## src/oooParams.svh

```systemverilog
`ifndef OOO_PARAMS_SVH
`define OOO_PARAMS_SVH

////////////////////////////////////////
// Core sizes.
////////////////////////////////////////

// Architectural registers.
`define OOO_NUM_REGS 16

// Register address width.
`define OOO_REG_AW $clog2(`OOO_NUM_REGS)

`define OOO_ROB_DEPTH 8 // Reorder buffer entries.
`define OOO_TAG_W 3     // Buffer index carried on the bus.

// Integer datapath.
`define OOO_DATA_W 32

`endif

```

## src/oooPkg.sv

```systemverilog
package oooPkg;

    `include "oooParams.svh"

    ////////////////////////////////////////
    // Instruction encoding.
    ////////////////////////////////////////

    typedef enum logic [3:0] {
        OP_ADD  = 4'h0,
        OP_SUB  = 4'h1,
        OP_XOR  = 4'h2,
        OP_ADDI = 4'h3,
        OP_MUL  = 4'h4
    } opcodeT;

    // Opcode selects the view.
    typedef union packed {
        struct packed {
            opcodeT      opcode;
            logic [3:0]  rd;
            logic [3:0]  rs1;
            logic [3:0]  rs2;
            logic [15:0] unused;
        } regForm;
        struct packed {
            opcodeT             opcode;
            logic [3:0]         rd;
            logic [3:0]         rs1;
            logic [3:0]         reserved; // Keeps imm in the low half.
            logic signed [15:0] imm;
        } immForm;
    } instrWordT;

    ////////////////////////////////////////
    // Common data bus.
    ////////////////////////////////////////

    typedef struct packed {
        logic                   valid;
        logic [`OOO_TAG_W-1:0]  tag;
        logic [`OOO_DATA_W-1:0] value;
    } cdbSlotT;

endpackage

```

## src/cdbIf.sv

```systemverilog
`timescale 1ns/1ps
`include "oooParams.svh"

// One strobe per accepted instruction from issue to execute.
interface dispatchIf;
    import oooPkg::*;

    logic                   valid;
    opcodeT                 op;
    logic [`OOO_TAG_W-1:0]  tag;
    logic [`OOO_DATA_W-1:0] operandA;
    logic [`OOO_DATA_W-1:0] operandB;

    modport issue (output valid, op, tag, operandA, operandB);
    modport exec  (input valid, op, tag, operandA, operandB);
endinterface

// Result slots of the ALU and the multiplier.
interface busIf;
    import oooPkg::*;

    cdbSlotT aluSlot;
    cdbSlotT mulSlot;

    modport producer (output aluSlot, mulSlot);
    modport consumer (input aluSlot, mulSlot);
endinterface

```

## src/issueUnit.sv

```systemverilog
`timescale 1ns/1ps
`include "oooParams.svh"

module issueUnit (
    input  logic                    CLK,
    input  logic                    Reset,
    input  logic                    instrValid,
    input  oooPkg::instrWordT       instr,
    output logic                    stall,
    output logic [`OOO_REG_AW-1:0]  rdAddrA,
    output logic [`OOO_REG_AW-1:0]  rdAddrB,
    input  logic [`OOO_DATA_W-1:0]  rdDataA,
    input  logic [`OOO_DATA_W-1:0]  rdDataB,
    input  logic                    full,
    input  logic [`OOO_TAG_W-1:0]   robTail,
    output logic                    append,
    output logic [`OOO_REG_AW-1:0]  destReg,
    output logic                    writeBack,
    input  logic                    commitWe,
    input  logic [`OOO_REG_AW-1:0]  commitAddr,
    dispatchIf.issue                dispatch
);
    import oooPkg::*;

    logic [`OOO_NUM_REGS-1:0] pending; // Register has an older write in flight.
    opcodeT                   op;
    logic                     isImm;
    logic [`OOO_REG_AW-1:0]   rd;
    logic [`OOO_REG_AW-1:0]   rs1;
    logic [`OOO_REG_AW-1:0]   rs2;
    logic                     srcPending;
    logic                     destPending;
    logic                     accept;
    logic [`OOO_DATA_W-1:0]   immExt;

    ////////////////////////////////////////
    // Decode.
    ////////////////////////////////////////

    assign op    = instr.regForm.opcode;
    assign isImm = (op == OP_ADDI);
    assign rd    = instr.regForm.rd;
    assign rs1   = instr.regForm.rs1;
    assign rs2   = isImm ? '0 : instr.regForm.rs2; // No second source.

    assign immExt = {{(`OOO_DATA_W-16){instr.immForm.imm[15]}}, instr.immForm.imm};

    assign rdAddrA = rs1;
    assign rdAddrB = rs2;

    // Hazards against older writes.
    assign srcPending  = pending[rs1] | pending[rs2];
    assign destPending = pending[rd] & (rd != '0);
    assign stall       = full | srcPending | destPending;

    assign accept    = instrValid & ~stall;
    assign append    = accept;
    assign destReg   = rd;
    assign writeBack = (rd != '0);

    ////////////////////////////////////////
    // Scoreboard and dispatch strobe.
    ////////////////////////////////////////

    always_ff @(posedge CLK or posedge Reset) begin
        if (Reset) begin
            pending        <= '0;
            dispatch.valid <= 1'b0;
        end else begin
            dispatch.valid <= accept;
            if (commitWe) begin
                pending[commitAddr] <= 1'b0;
            end
            if (accept && writeBack) begin
                pending[rd] <= 1'b1;
            end
        end
    end

    // Operands straight from the committed file.
    always_ff @(posedge CLK) begin
        if (accept) begin
            dispatch.op       <= op;
            dispatch.tag      <= robTail;
            dispatch.operandA <= rdDataA;
            dispatch.operandB <= isImm ? immExt : rdDataB;
        end
    end

endmodule

```

## src/multiplyPipe.sv

```systemverilog
`timescale 1ns/1ps
`include "oooParams.svh"

module multiplyPipe (
    input  logic                    CLK,
    input  logic                    Reset,
    input  logic                    inValid,
    input  logic [`OOO_TAG_W-1:0]   inTag,
    input  logic [`OOO_DATA_W-1:0]  a,
    input  logic [`OOO_DATA_W-1:0]  b,
    output oooPkg::cdbSlotT         outSlot
);

    logic                   valid1, valid2, valid3;
    logic [`OOO_TAG_W-1:0]  tag1, tag2, tag3;
    logic [`OOO_DATA_W-1:0] lowProd1;  // a.lo * b.lo.
    logic [15:0]            crossSum1; // Only its low half reaches the result.
    logic [`OOO_DATA_W-1:0] prod2;
    logic [`OOO_DATA_W-1:0] prod3;

    always_ff @(posedge CLK or posedge Reset) begin
        if (Reset) begin
            valid1 <= 1'b0;
            valid2 <= 1'b0;
            valid3 <= 1'b0;
        end else begin
            valid1 <= inValid;
            valid2 <= valid1;
            valid3 <= valid2;
        end
    end

    // Partial products, then sum, then output register.
    always_ff @(posedge CLK) begin
        tag1      <= inTag;
        lowProd1  <= a[15:0] * b[15:0];
        crossSum1 <= a[15:0] * b[31:16] + a[31:16] * b[15:0];
        tag2      <= tag1;
        prod2     <= lowProd1 + {crossSum1, 16'h0000};
        tag3      <= tag2;
        prod3     <= prod2;
    end

    assign outSlot = '{valid: valid3, tag: tag3, value: prod3};

endmodule

```

## src/execCluster.sv

```systemverilog
`timescale 1ns/1ps
`include "oooParams.svh"

module execCluster (
    input  logic         CLK,
    input  logic         Reset,
    dispatchIf.exec      dispatch,
    busIf.producer       bus
);
    import oooPkg::*;

    logic                   isMul;
    logic                   aluGo;
    logic [`OOO_DATA_W-1:0] aluResult;
    logic                   aluValid;
    logic [`OOO_TAG_W-1:0]  aluTag;
    logic [`OOO_DATA_W-1:0] aluValue;

    ////////////////////////////////////////
    // Unit select.
    ////////////////////////////////////////

    assign isMul = (dispatch.op == OP_MUL);
    assign aluGo = dispatch.valid & ~isMul;

    ////////////////////////////////////////
    // Single-cycle ALU.
    ////////////////////////////////////////

    always_comb begin
        case (dispatch.op)
            OP_SUB:  aluResult = dispatch.operandA - dispatch.operandB;
            OP_XOR:  aluResult = dispatch.operandA ^ dispatch.operandB;
            default: aluResult = dispatch.operandA + dispatch.operandB; // ADD, ADDI.
        endcase
    end

    always_ff @(posedge CLK or posedge Reset) begin
        if (Reset) begin
            aluValid <= 1'b0;
        end else begin
            aluValid <= aluGo;
        end
    end

    always_ff @(posedge CLK) begin
        if (aluGo) begin
            aluTag   <= dispatch.tag;
            aluValue <= aluResult;
        end
    end

    assign bus.aluSlot = '{valid: aluValid, tag: aluTag, value: aluValue};

    ////////////////////////////////////////
    // Pipelined multiplier.
    ////////////////////////////////////////

    multiplyPipe multiplyPipe_i (
        .CLK     (CLK),
        .Reset   (Reset),
        .inValid (dispatch.valid & isMul),
        .inTag   (dispatch.tag),
        .a       (dispatch.operandA),
        .b       (dispatch.operandB),
        .outSlot (bus.mulSlot)
    );

endmodule

```

## src/reorderBuffer.sv

```systemverilog
`timescale 1ns/1ps
`include "oooParams.svh"

module reorderBuffer (
    input  logic                    CLK,
    input  logic                    Reset,
    input  logic                    append,
    input  logic [`OOO_REG_AW-1:0]  destReg,
    input  logic                    writeBack,
    output logic                    full,
    output logic [`OOO_TAG_W-1:0]   robTail,
    busIf.consumer                  bus,
    output logic                    commitWe,
    output logic [`OOO_REG_AW-1:0]  commitAddr,
    output logic [`OOO_DATA_W-1:0]  commitData
);
    import oooPkg::*;

    // Extra pointer bit separates full from empty.
    logic [`OOO_TAG_W:0]    head;
    logic [`OOO_TAG_W:0]    tail;
    logic [`OOO_TAG_W-1:0]  headIdx;
    logic [`OOO_TAG_W-1:0]  tailIdx;

    logic [`OOO_ROB_DEPTH-1:0] busy;
    logic [`OOO_ROB_DEPTH-1:0] done;  // Result captured.
    logic [`OOO_REG_AW-1:0]    dest  [`OOO_ROB_DEPTH];
    logic                      wbFlag [`OOO_ROB_DEPTH];
    logic [`OOO_DATA_W-1:0]    value [`OOO_ROB_DEPTH];

    cdbSlotT slots [2];
    logic    retire;

    assign headIdx = head[`OOO_TAG_W-1:0];
    assign tailIdx = tail[`OOO_TAG_W-1:0];
    assign robTail = tailIdx;

    assign full = (head[`OOO_TAG_W] != tail[`OOO_TAG_W]) && (headIdx == tailIdx);

    assign slots[0] = bus.aluSlot;
    assign slots[1] = bus.mulSlot;

    assign retire = busy[headIdx] & done[headIdx];

    ////////////////////////////////////////
    // Allocation and result capture.
    ////////////////////////////////////////

    always_ff @(posedge CLK or posedge Reset) begin
        if (Reset) begin
            tail <= '0;
            busy <= '0;
            done <= '0;
        end else begin
            if (append) begin
                tail          <= tail + 1'b1;
                busy[tailIdx] <= 1'b1;
                done[tailIdx] <= 1'b0;
            end
            if (retire) begin
                busy[headIdx] <= 1'b0;
            end
            for (int i = 0; i < 2; i++) begin
                if (slots[i].valid && busy[slots[i].tag]) begin
                    done[slots[i].tag] <= 1'b1;
                end
            end
        end
    end

    always_ff @(posedge CLK) begin
        if (append) begin
            dest[tailIdx]   <= destReg;
            wbFlag[tailIdx] <= writeBack;
        end
        for (int i = 0; i < 2; i++) begin
            if (slots[i].valid && busy[slots[i].tag]) begin
                value[slots[i].tag] <= slots[i].value;
            end
        end
    end

    ////////////////////////////////////////
    // In-order commit.
    ////////////////////////////////////////

    always_ff @(posedge CLK or posedge Reset) begin
        if (Reset) begin
            head       <= '0;
            commitWe   <= 1'b0;
            commitAddr <= '0;
            commitData <= '0;
        end else if (retire) begin
            head       <= head + 1'b1;
            commitWe   <= wbFlag[headIdx];
            commitAddr <= dest[headIdx];
            commitData <= value[headIdx];
        end else begin
            commitWe   <= 1'b0; // Outputs pulse only.
            commitAddr <= '0;
            commitData <= '0;
        end
    end

endmodule

```

## src/registerFile.sv

```systemverilog
`timescale 1ns/1ps
`include "oooParams.svh"

module registerFile (
    input  logic                    CLK,
    input  logic                    Reset,
    input  logic [`OOO_REG_AW-1:0]  rdAddrA,
    input  logic [`OOO_REG_AW-1:0]  rdAddrB,
    output logic [`OOO_DATA_W-1:0]  rdDataA,
    output logic [`OOO_DATA_W-1:0]  rdDataB,
    input  logic                    commitWe,
    input  logic [`OOO_REG_AW-1:0]  commitAddr,
    input  logic [`OOO_DATA_W-1:0]  commitData
);

    logic [`OOO_DATA_W-1:0] regs [`OOO_NUM_REGS];

    always_ff @(posedge CLK or posedge Reset) begin
        if (Reset) begin
            for (int i = 0; i < `OOO_NUM_REGS; i++) begin
                regs[i] <= '0;
            end
        end else if (commitWe && commitAddr != '0) begin
            regs[commitAddr] <= commitData;
        end
    end

    // Register 0 is hardwired.
    assign rdDataA = (rdAddrA == '0) ? '0 : regs[rdAddrA];
    assign rdDataB = (rdAddrB == '0) ? '0 : regs[rdAddrB];

endmodule

```

## src/oooCore.sv

```systemverilog
`timescale 1ns/1ps
`include "oooParams.svh"

module oooCore (
    input  logic                    CLK,
    input  logic                    Reset,
    input  logic                    instrValid,
    input  logic [31:0]             instr,
    output logic                    stall,
    output logic                    commitWe,
    output logic [`OOO_REG_AW-1:0]  commitAddr,
    output logic [`OOO_DATA_W-1:0]  commitData
);
    import oooPkg::*;

    instrWordT              instrWord;
    logic [`OOO_REG_AW-1:0] rdAddrA;
    logic [`OOO_REG_AW-1:0] rdAddrB;
    logic [`OOO_DATA_W-1:0] rdDataA;
    logic [`OOO_DATA_W-1:0] rdDataB;
    logic                   full;
    logic [`OOO_TAG_W-1:0]  robTail;
    logic                   append;
    logic [`OOO_REG_AW-1:0] destReg;
    logic                   writeBack;

    dispatchIf dispatchBus ();
    busIf      cdb ();

    assign instrWord = instr;

    ////////////////////////////////////////
    // Issue, execute, retire.
    ////////////////////////////////////////

    issueUnit issueUnit_i (
        .CLK        (CLK),
        .Reset      (Reset),
        .instrValid (instrValid),
        .instr      (instrWord),
        .stall      (stall),
        .rdAddrA    (rdAddrA),
        .rdAddrB    (rdAddrB),
        .rdDataA    (rdDataA),
        .rdDataB    (rdDataB),
        .full       (full),
        .robTail    (robTail),
        .append     (append),
        .destReg    (destReg),
        .writeBack  (writeBack),
        .commitWe   (commitWe),
        .commitAddr (commitAddr),
        .dispatch   (dispatchBus)
    );

    execCluster execCluster_i (
        .CLK      (CLK),
        .Reset    (Reset),
        .dispatch (dispatchBus),
        .bus      (cdb)
    );

    reorderBuffer reorderBuffer_i (
        .CLK        (CLK),
        .Reset      (Reset),
        .append     (append),
        .destReg    (destReg),
        .writeBack  (writeBack),
        .full       (full),
        .robTail    (robTail),
        .bus        (cdb),
        .commitWe   (commitWe),
        .commitAddr (commitAddr),
        .commitData (commitData)
    );

    registerFile registerFile_i (
        .CLK        (CLK),
        .Reset      (Reset),
        .rdAddrA    (rdAddrA),
        .rdAddrB    (rdAddrB),
        .rdDataA    (rdDataA),
        .rdDataB    (rdDataB),
        .commitWe   (commitWe),
        .commitAddr (commitAddr),
        .commitData (commitData)
    );

endmodule

```

## config.mk

```make
export PLATFORM = sky130hd
export DESIGN_NAME = oooCore
export DESIGN_NICKNAME = d
export VERILOG_FILES = /design/src/oooPkg.sv /design/src/cdbIf.sv /design/src/issueUnit.sv /design/src/multiplyPipe.sv /design/src/execCluster.sv /design/src/reorderBuffer.sv /design/src/registerFile.sv /design/src/oooCore.sv
export VERILOG_INCLUDE_DIRS = /design/src
export SDC_FILE = /design/constraint.sdc
export NUM_CORES = 2
export LEC_CHECK = 0
export BUFFER_PORTS_ARGS = -buffer_cell sky130_fd_sc_hd__buf_2
export CORE_MARGIN = 3
export CORE_UTILIZATION = 35
export CTS_BUF_LIST = sky130_fd_sc_hd__clkbuf_4
export DETAILED_ROUTE_END_ITERATION = 8
export GPL_ROUTABILITY_DRIVEN = 0
export PLACE_DENSITY = 0.53
export SLEW_MARGIN = 20
export SYNTH_ARGS = -nofsm -noshare
export SYNTH_HDL_FRONTEND = slang
export SYNTH_HIERARCHICAL = 1
export SYNTH_SLANG_ARGS = --single-unit
```

## constraint.sdc

```tcl
create_clock -name CLK -period 36.5 [get_ports CLK]
set_input_delay 1.825 -clock CLK [delete_from_list [all_inputs] [get_ports CLK]]
set_output_delay 1.825 -clock CLK [all_outputs]
set_load 0.005 [all_outputs]
```

Word-level counts from Yosys, hierarchy flattened
Memories as Yosys holds them, arrays and structs flattened.
Index checks and enable logic that the tools add are counted.
{"block": "classes", "n_addsub": 6, "n_mul": 3, "div_mod_pow": 0, "magnitude_cmp": 18, "eq_ne": 6, "shifts": 0, "n_mux": 55, "bitwise": 24, "reduce_logical": 16}
{"cell": "bitwise mux 512 bit", "n": 1}
{"cell": "binary-select mux 32 bit (select 4 bit)", "n": 2}
{"cell": "2-to-1 mux 32 bit", "n": 8}
{"cell": "demux 32 bit (select 4 bit)", "n": 1}
{"cell": "adder 32 bit", "n": 2}
{"cell": "one-hot mux 32 bit (2 select lines)", "n": 1}
{"cell": "2-to-1 mux 8 bit", "n": 5}
{"cell": "multiplier 16 x 16 -> 16 bit", "n": 2}
{"cell": "multiplier 16 x 16 -> 32 bit", "n": 1}
{"cell": "2-to-1 mux 16 bit", "n": 2}
{"cell": "subtractor 32 bit", "n": 1}
{"cell": "XOR 32 bit", "n": 1}
{"cell": "bitwise OR 8 bit", "n": 3}
{"cell": "< comparator 4 x 5 -> 1 bit, second input constant", "n": 4}
{"cell": "2-to-1 mux 1 bit", "n": 20}
{"cell": "adder 16 bit", "n": 1}
{"cell": "AND 16 bit", "n": 1}
{"cell": "AND 8 bit", "n": 2}
{"cell": "< comparator 3 x 4 -> 1 bit, second input constant", "n": 4}
{"cell": "inverter 16 bit", "n": 1}
{"cell": "inverter 8 bit", "n": 2}
{"cell": "bitwise OR 16 bit", "n": 1}
{"cell": ">= comparator 5 bit, second input constant", "n": 3}
{"cell": "inverter 4 -> 5 bit", "n": 3}
{"cell": "20 further kinds", "n": 56}
{"block": "totals", "register_bits": 821, "latchBits": 0, "mem_bits_rw": 296, "romBits": 0, "in_bits": 35, "wordCells": 173, "n_memories": 3}
{"name": "reorderBuffer_i.value", "words": 8, "width": 32, "rd": 1, "rd_clocked_by_memory_dff": 0, "wr": 2, "line": "reorderBuffer.sv:29", "text": "logic [`OOO_DATA_W-1:0] value [`OOO_ROB_DEPTH];"}
{"name": "reorderBuffer_i.dest", "words": 8, "width": 4, "rd": 1, "rd_clocked_by_memory_dff": 0, "wr": 1, "line": "reorderBuffer.sv:27", "text": "logic [`OOO_REG_AW-1:0] dest [`OOO_ROB_DEPTH];"}
{"name": "reorderBuffer_i.wbFlag", "words": 8, "width": 1, "rd": 1, "rd_clocked_by_memory_dff": 0, "wr": 1, "line": "reorderBuffer.sv:28", "text": "logic wbFlag [`OOO_ROB_DEPTH];"}

Logic depth before layout (Yosys ltp)
{"block": "depth", "ltp_word": 14, "mapped_depth": 25, "mapped_depth_nobuf": 23}

Cells and area by module
The synthesis kept the hierarchy.
{"module": "registerFile", "n_inst": 1, "cells_per_inst": 1826, "area_per_inst_um2": 25231.7}
{"module": "multiplyPipe", "n_inst": 1, "cells_per_inst": 2065, "area_per_inst_um2": 19501.2}
{"module": "reorderBuffer", "n_inst": 1, "cells_per_inst": 964, "area_per_inst_um2": 16726.0}
{"module": "execCluster", "n_inst": 1, "cells_per_inst": 468, "area_per_inst_um2": 4046.4}
{"module": "issueUnit", "n_inst": 1, "cells_per_inst": 312, "area_per_inst_um2": 3930.0}

Worst setup path before layout
OpenSTA, ideal clock, no wires.
{"block": "synth_path", "kind": "flip-flop to flip-flop", "startpoint": "register issueUnit_i.dispatch.operandA[12]", "endpoint": "register execCluster_i.multiplyPipe_i.crossSum1[15]", "setup_time_ns": 0.127, "arrival_time_ns": 6.198, "slack_ns": 30.174, "path_stages_with_launch": 25, "n_path_buf": 2, "synth_period_minus_slack_ns": 6.326, "cell_sequence": "edfxtp_1 > clkbuf_1 > clkbuf_1 > nand2_1 > fa_1 > inv_1 > fa_1 > inv_1 > fa_1 > inv_1 > fa_1 > inv_1 > fa_1 > fa_1 > inv_1 > fa_1 > fa_1 > xnor2_1 > xnor2_1 > xnor2_1 > xnor2_1 > xnor2_1 > xnor2_1 > xnor2_1 > xnor2_1"}
{"block": "synth_between", "elab_chain_len": 2}
{"item": "start: declaration", "line": "cdbIf.sv:14", "text": "modport issue (output valid, op, tag, operandA, operandB);"}
{"item": "start signal: assignment", "line": "issueUnit.sv:85", "text": "dispatch.operandA <= rdDataA;"}
{"item": "multiplier 16 x 16 -> 16 bit", "line": "multiplyPipe.sv:37", "text": "crossSum1 <= a[15:0] * b[31:16] + a[31:16] * b[15:0];"}
{"item": "adder 16 bit", "line": "multiplyPipe.sv:37"}
{"item": "end signal: assignment", "line": "multiplyPipe.sv:37"}
{"item": "end: declaration", "line": "multiplyPipe.sv:17", "text": "logic [15:0] crossSum1;"}
Every way passes these cells.
A chain may end at the register's enable or synchronous reset.

Final worst setup path
{"block": "layout_path", "startpoint": "register issueUnit_i.dispatch.operandB[18]", "endpoint": "register execCluster_i.multiplyPipe_i.crossSum1[15]"}
{"block": "layout_between", "elab_chain_len": 2}
{"item": "start: declaration", "line": "cdbIf.sv:14"}
{"item": "start signal: assignment", "line": "issueUnit.sv:86", "text": "dispatch.operandB <= isImm ? immExt : rdDataB;"}
{"item": "multiplier 16 x 16 -> 16 bit", "line": "multiplyPipe.sv:37"}
{"item": "adder 16 bit", "line": "multiplyPipe.sv:37"}
Every way passes these cells.

==> results.md <==
* Crit path launch: issueUnit_i/dispatch.operandB[18]
* Die height at 451.4 um
* Root buffer cell: clkbuf_4
* Post-CTS Setup Repair Bufs at 0
* RSZ-0062 raised after global routing: no
* Critical path's slowest cell: edfxtp_1
* Yosys cell types at 110
* Sequential fraction of the synthesis area at 41.13%
* TritonCTS Sinks at 1085
* First-pass iteration count of the detailed router at 5
* Die area at 203800 sq um
* Peak VDD IR at 0.02846 mV
* Yosys top cell area share at 20.25%
* # rows at 162
* Critical path's largest stage delay at 800 ps
* Leakage at 33.26 nW
* Synth-to-layout area growth at 9.729%
* FF-to-FF setup slack at 29630 ps
* H-tree levels at 5
* Total internal power at 0.002044 W
* Count of port buffers added during placement at 72
* Min-delay src: execCluster_i/multiplyPipe_i/lowProd1[8]
* Switch Pwr at 0.0008713 W
* DR iter-0 viols at 3560
* # resized after CTS at 0
* Vias at 46989
* Pwr/cell area at 38.26 nW/um^2
* Number of CTS-inserted buffers at 317
* Synth cell count leaders: 704 x mux2_2, 562 x dfrtp_1, 449 x inv_1
* Final Critical Period at 6868 ps
* Vias per cell at 5.443
* Worst hold path type: reg -> reg
* Syn Nets at 6294
* CP bufs+invs at 5
* # setup viols final at 0
* Crit Path Class: reg -> reg
* Crit start category: flip-flop
* Post-layout nets at 6431
* Sw Ratio at 29.89%
* Synthesized netlist cell count at 5635
* WHS Path Cells at 0
* YS warnings at 6
* Yosys reg bits at 1085
* Top Ports at 73
* Fmax achieved at 145.6 MHz
* Post-Syn Area at 69440 sq um
* Max-slew headroom at 25.13%
* Largest cells by area after synthesis: dfrtp_1 20%, edfxtp_1 17%, mux2_2 11%
* Final Routed Wirelength at 228500 um
* Clk_skew at 84.60 ps
* Tot GR Track Use at 22.18%
* Worst slew pin tran at 1123 ps
* Antenna-violating nets left at 0
* Crit share post-route at 18.82%
* Share of cells above drive strength 1 at 28.07%
* Crit path DAT at 7960 ps
* FILL cells at 18971
* Die width at 451.4 um
* Post-Place Cells at 8077
* Post-DP HPWL at 145000 um
* Worst setup EP type: flip-flop
* Antenna violations before repair at 21
* Seq pwr share at 47.0%
* Post-synth EDFFs at 402
* Post-CTS Hold Buffers at 0
* Initial Util at 35.43%
* Outcome: finished, final reports clean
* Async set-reset flop share out of synthesis at 51.80%
* Max Cap Violations at 0
* WP depth at 22
* Clock Power Share at 38.9%
* Clock Pin Slew Worst Setup and Hold Paths at 70 ps
* Worst Hold End: execCluster_i/multiplyPipe_i/prod2[8]
* Pre-CTS setup slack at 29640 ps
* Combinational Power Share at 14.1%
* Synth area leader: dfrtp_1
* CP max FO at 21
* Final non-filler cell total at 8633
* Clock latency on the worst-skew pair at 1250 ps
* Avg Cell Area, Syn at 12.32 sq um
* Setup TNS at 0 ps
* Crit path cell chain: nand2_1 > fa_1 > inv_1 > fa_1 > inv_1 > fa_1 > inv_1 > fa_1 > inv_1 > fa_1 > fa_1 > inv_1 > fa_1 > fa_1 > xnor2_1 > xnor2_1 > xnor2_1 > xnor2_1 > xnor2_1 > xnor2_1 > xnor2_1 > xnor2_1
* CTS max path bufs at 4
* Global-route wire length before repair at 334000 um
* Remaining DRCs at 0
* CTS tree: yes
* WP data required at 37590 ps
* CP delay by family, top: adder cells
* R2R depth at 22
* R2R Path Start: issueUnit_i/dispatch.operandB[18]
* Vias in the first global route at 49041
* WL/cell at 26.46 um
* Final worst slack at 29630 ps
* Most frequent cell after synthesis: mux2_2
* Core Box Area at 196000 sq um
* Top FF cell, synth: dfrtp_1
* Reg-to-Reg End: execCluster_i/multiplyPipe_i/crossSum1[15]
* Fin. max-slew vios at 0
* Final hold violation count at 0
* Largest net degree at the start of global routing at 164
* Remaining Overflow, GRT at 0
## layer usage
metal	global-route usage, %	vias to the layer above	wire length, um
met4	9.485	8	9637
li1	-	20268	-
met2	34.93	1632	105300
met5	0	-	44
met1	29.63	24690	98270
met3	4.691	391	15210
## how the worst max path moves through the flow
stage,endpoint,slack (ps)
finish,execCluster_i/multiplyPipe_i/crossSum1[15],29630
global route,execCluster_i/multiplyPipe_i/crossSum1[15],29380
CTS,execCluster_i/multiplyPipe_i/crossSum1[15],29670
detailed placement,execCluster_i/multiplyPipe_i/crossSum1[15],29640
global placement,execCluster_i/multiplyPipe_i/crossSum1[15],29730
floorplan,registerFile_i/regs[0],21280
## cell type report
type | instances | area, sq um | area share [%]
inverter | 449 | 1694 | 2.224
timing repair buffer | 188 | 1292 | 1.696
sequential | 1085 | 28570 | 37.49
clock inverter | 65 | 254.0 | 0.3334
clock buffer | 474 | 3558 | 4.670
antenna | 17 | 42.54 | 0.05583
tap | 2624 | 3283 | 4.309
multi-input combinational | 3731 | 37500 | 49.22
## registers in the layout, indices dropped and copies added, names as in the netlist, 3 cells and up
name / cells
execCluster_i/aluTag: 3
execCluster_i/multiplyPipe_i/lowProd1: 32
reorderBuffer_i/commitData: 32
reorderBuffer_i/commitAddr: 4
reorderBuffer_i/busy: 8
execCluster_i/multiplyPipe_i/tag3: 3
issueUnit_i/dispatch.operandB: 32
execCluster_i/multiplyPipe_i/tag1: 3
issueUnit_i/dispatch.op: 4
execCluster_i/multiplyPipe_i/tag2: 3
reorderBuffer_i/dest: 32
registerFile_i/regs: 480
reorderBuffer_i/head: 4
issueUnit_i/dispatch.operandA: 32
reorderBuffer_i/tail: 4
execCluster_i/multiplyPipe_i/crossSum1: 16
execCluster_i/multiplyPipe_i/prod2: 32
issueUnit_i/pending: 16
reorderBuffer_i/wbFlag: 8
execCluster_i/aluValue: 32
reorderBuffer_i/value: 256
execCluster_i/multiplyPipe_i/prod3: 32
reorderBuffer_i/done: 8
issueUnit_i/dispatch.tag: 3
## worst reg2reg max path, delay by kind of cell, from the launching register on
kind / cells / cell delay (ps)
simple gates: 1 / 200
xor+xnor: 8 / 1580
flops: 1 / 800
fa+ha+maj: 8 / 3940
buf+inv: 5 / 270
## power by group through the flow
stage / clock network [W] / logic, W / registers (W)
final: 0.00113 / 0.000412 / 0.00137
after CTS: 0.00117 / 0.000417 / 0.00137
after floorplan: 0 / 0.000300 / 0.00134
after global placement: 0 / 0.000413 / 0.00139
after detailed placement: 0 / 0.000414 / 0.00139
after global routing: 0.00124 / 0.000441 / 0.00137
## through the flow
stage	cell area (sq um)	total power, W	util [%]	hold slack (ps)
CTS	76150	0.002957	38.85	279.6
floorplan	69440	0.001640	-	309.6
global route	76180	0.003051	38.87	291.1
finish	76190	0.002915	38.87	288.6
detailed placement	72340	0.001805	36.90	312.1
global placement	72340	0.001807	36.90	311.3
## layout by cell type, fill, tap and decap left out, types with 9 or more instances in the layout
master / netlist / layout
a2111oi_0: 63 / 63
a21o_1: 33 / 33
a21oi_1: 88 / 88
a31oi_1: 11 / 11
and2_1: 286 / 284
buf_2: 121 / 70
buf_4: 42 / 113
clkbuf_4: 0 / 474
clkinv_1: 0 / 55
clkinv_2: 0 / 9
dfrtp_1: 562 / 559
dfxtp_1: 121 / 121
diode_2: 0 / 17
edfxtp_1: 402 / 402
fa_1: 380 / 380
ha_1: 244 / 244
inv_1: 449 / 447
mux2_1: 38 / 38
mux2_2: 704 / 704
mux2i_1: 210 / 210
mux4_2: 205 / 205
nand2_1: 444 / 440
nand2b_1: 24 / 16
nand3_1: 70 / 69
nand4_1: 19 / 19
nor2_1: 235 / 225
nor2_4: 1 / 11
nor2b_1: 22 / 18
nor3_1: 15 / 15
o211ai_1: 9 / 9
o21a_1: 10 / 10
o21ai_0: 75 / 75
o21ai_1: 25 / 25
o22ai_1: 122 / 122
o31ai_1: 9 / 9
xnor2_1: 115 / 115
xor2_1: 88 / 88
## kinds of logic after synthesis
logic type | share of synthesized area, %
AOI/OAI and AO/OA | 5.235
xor gates and xnor gates | 2.561
adders and majority gates | 15.35
buffers and inverters | 5.152
DFF | 41.13
muxes | 21.98
and+or+nand+nor | 8.592
Power figures use the tool's default switching activity.
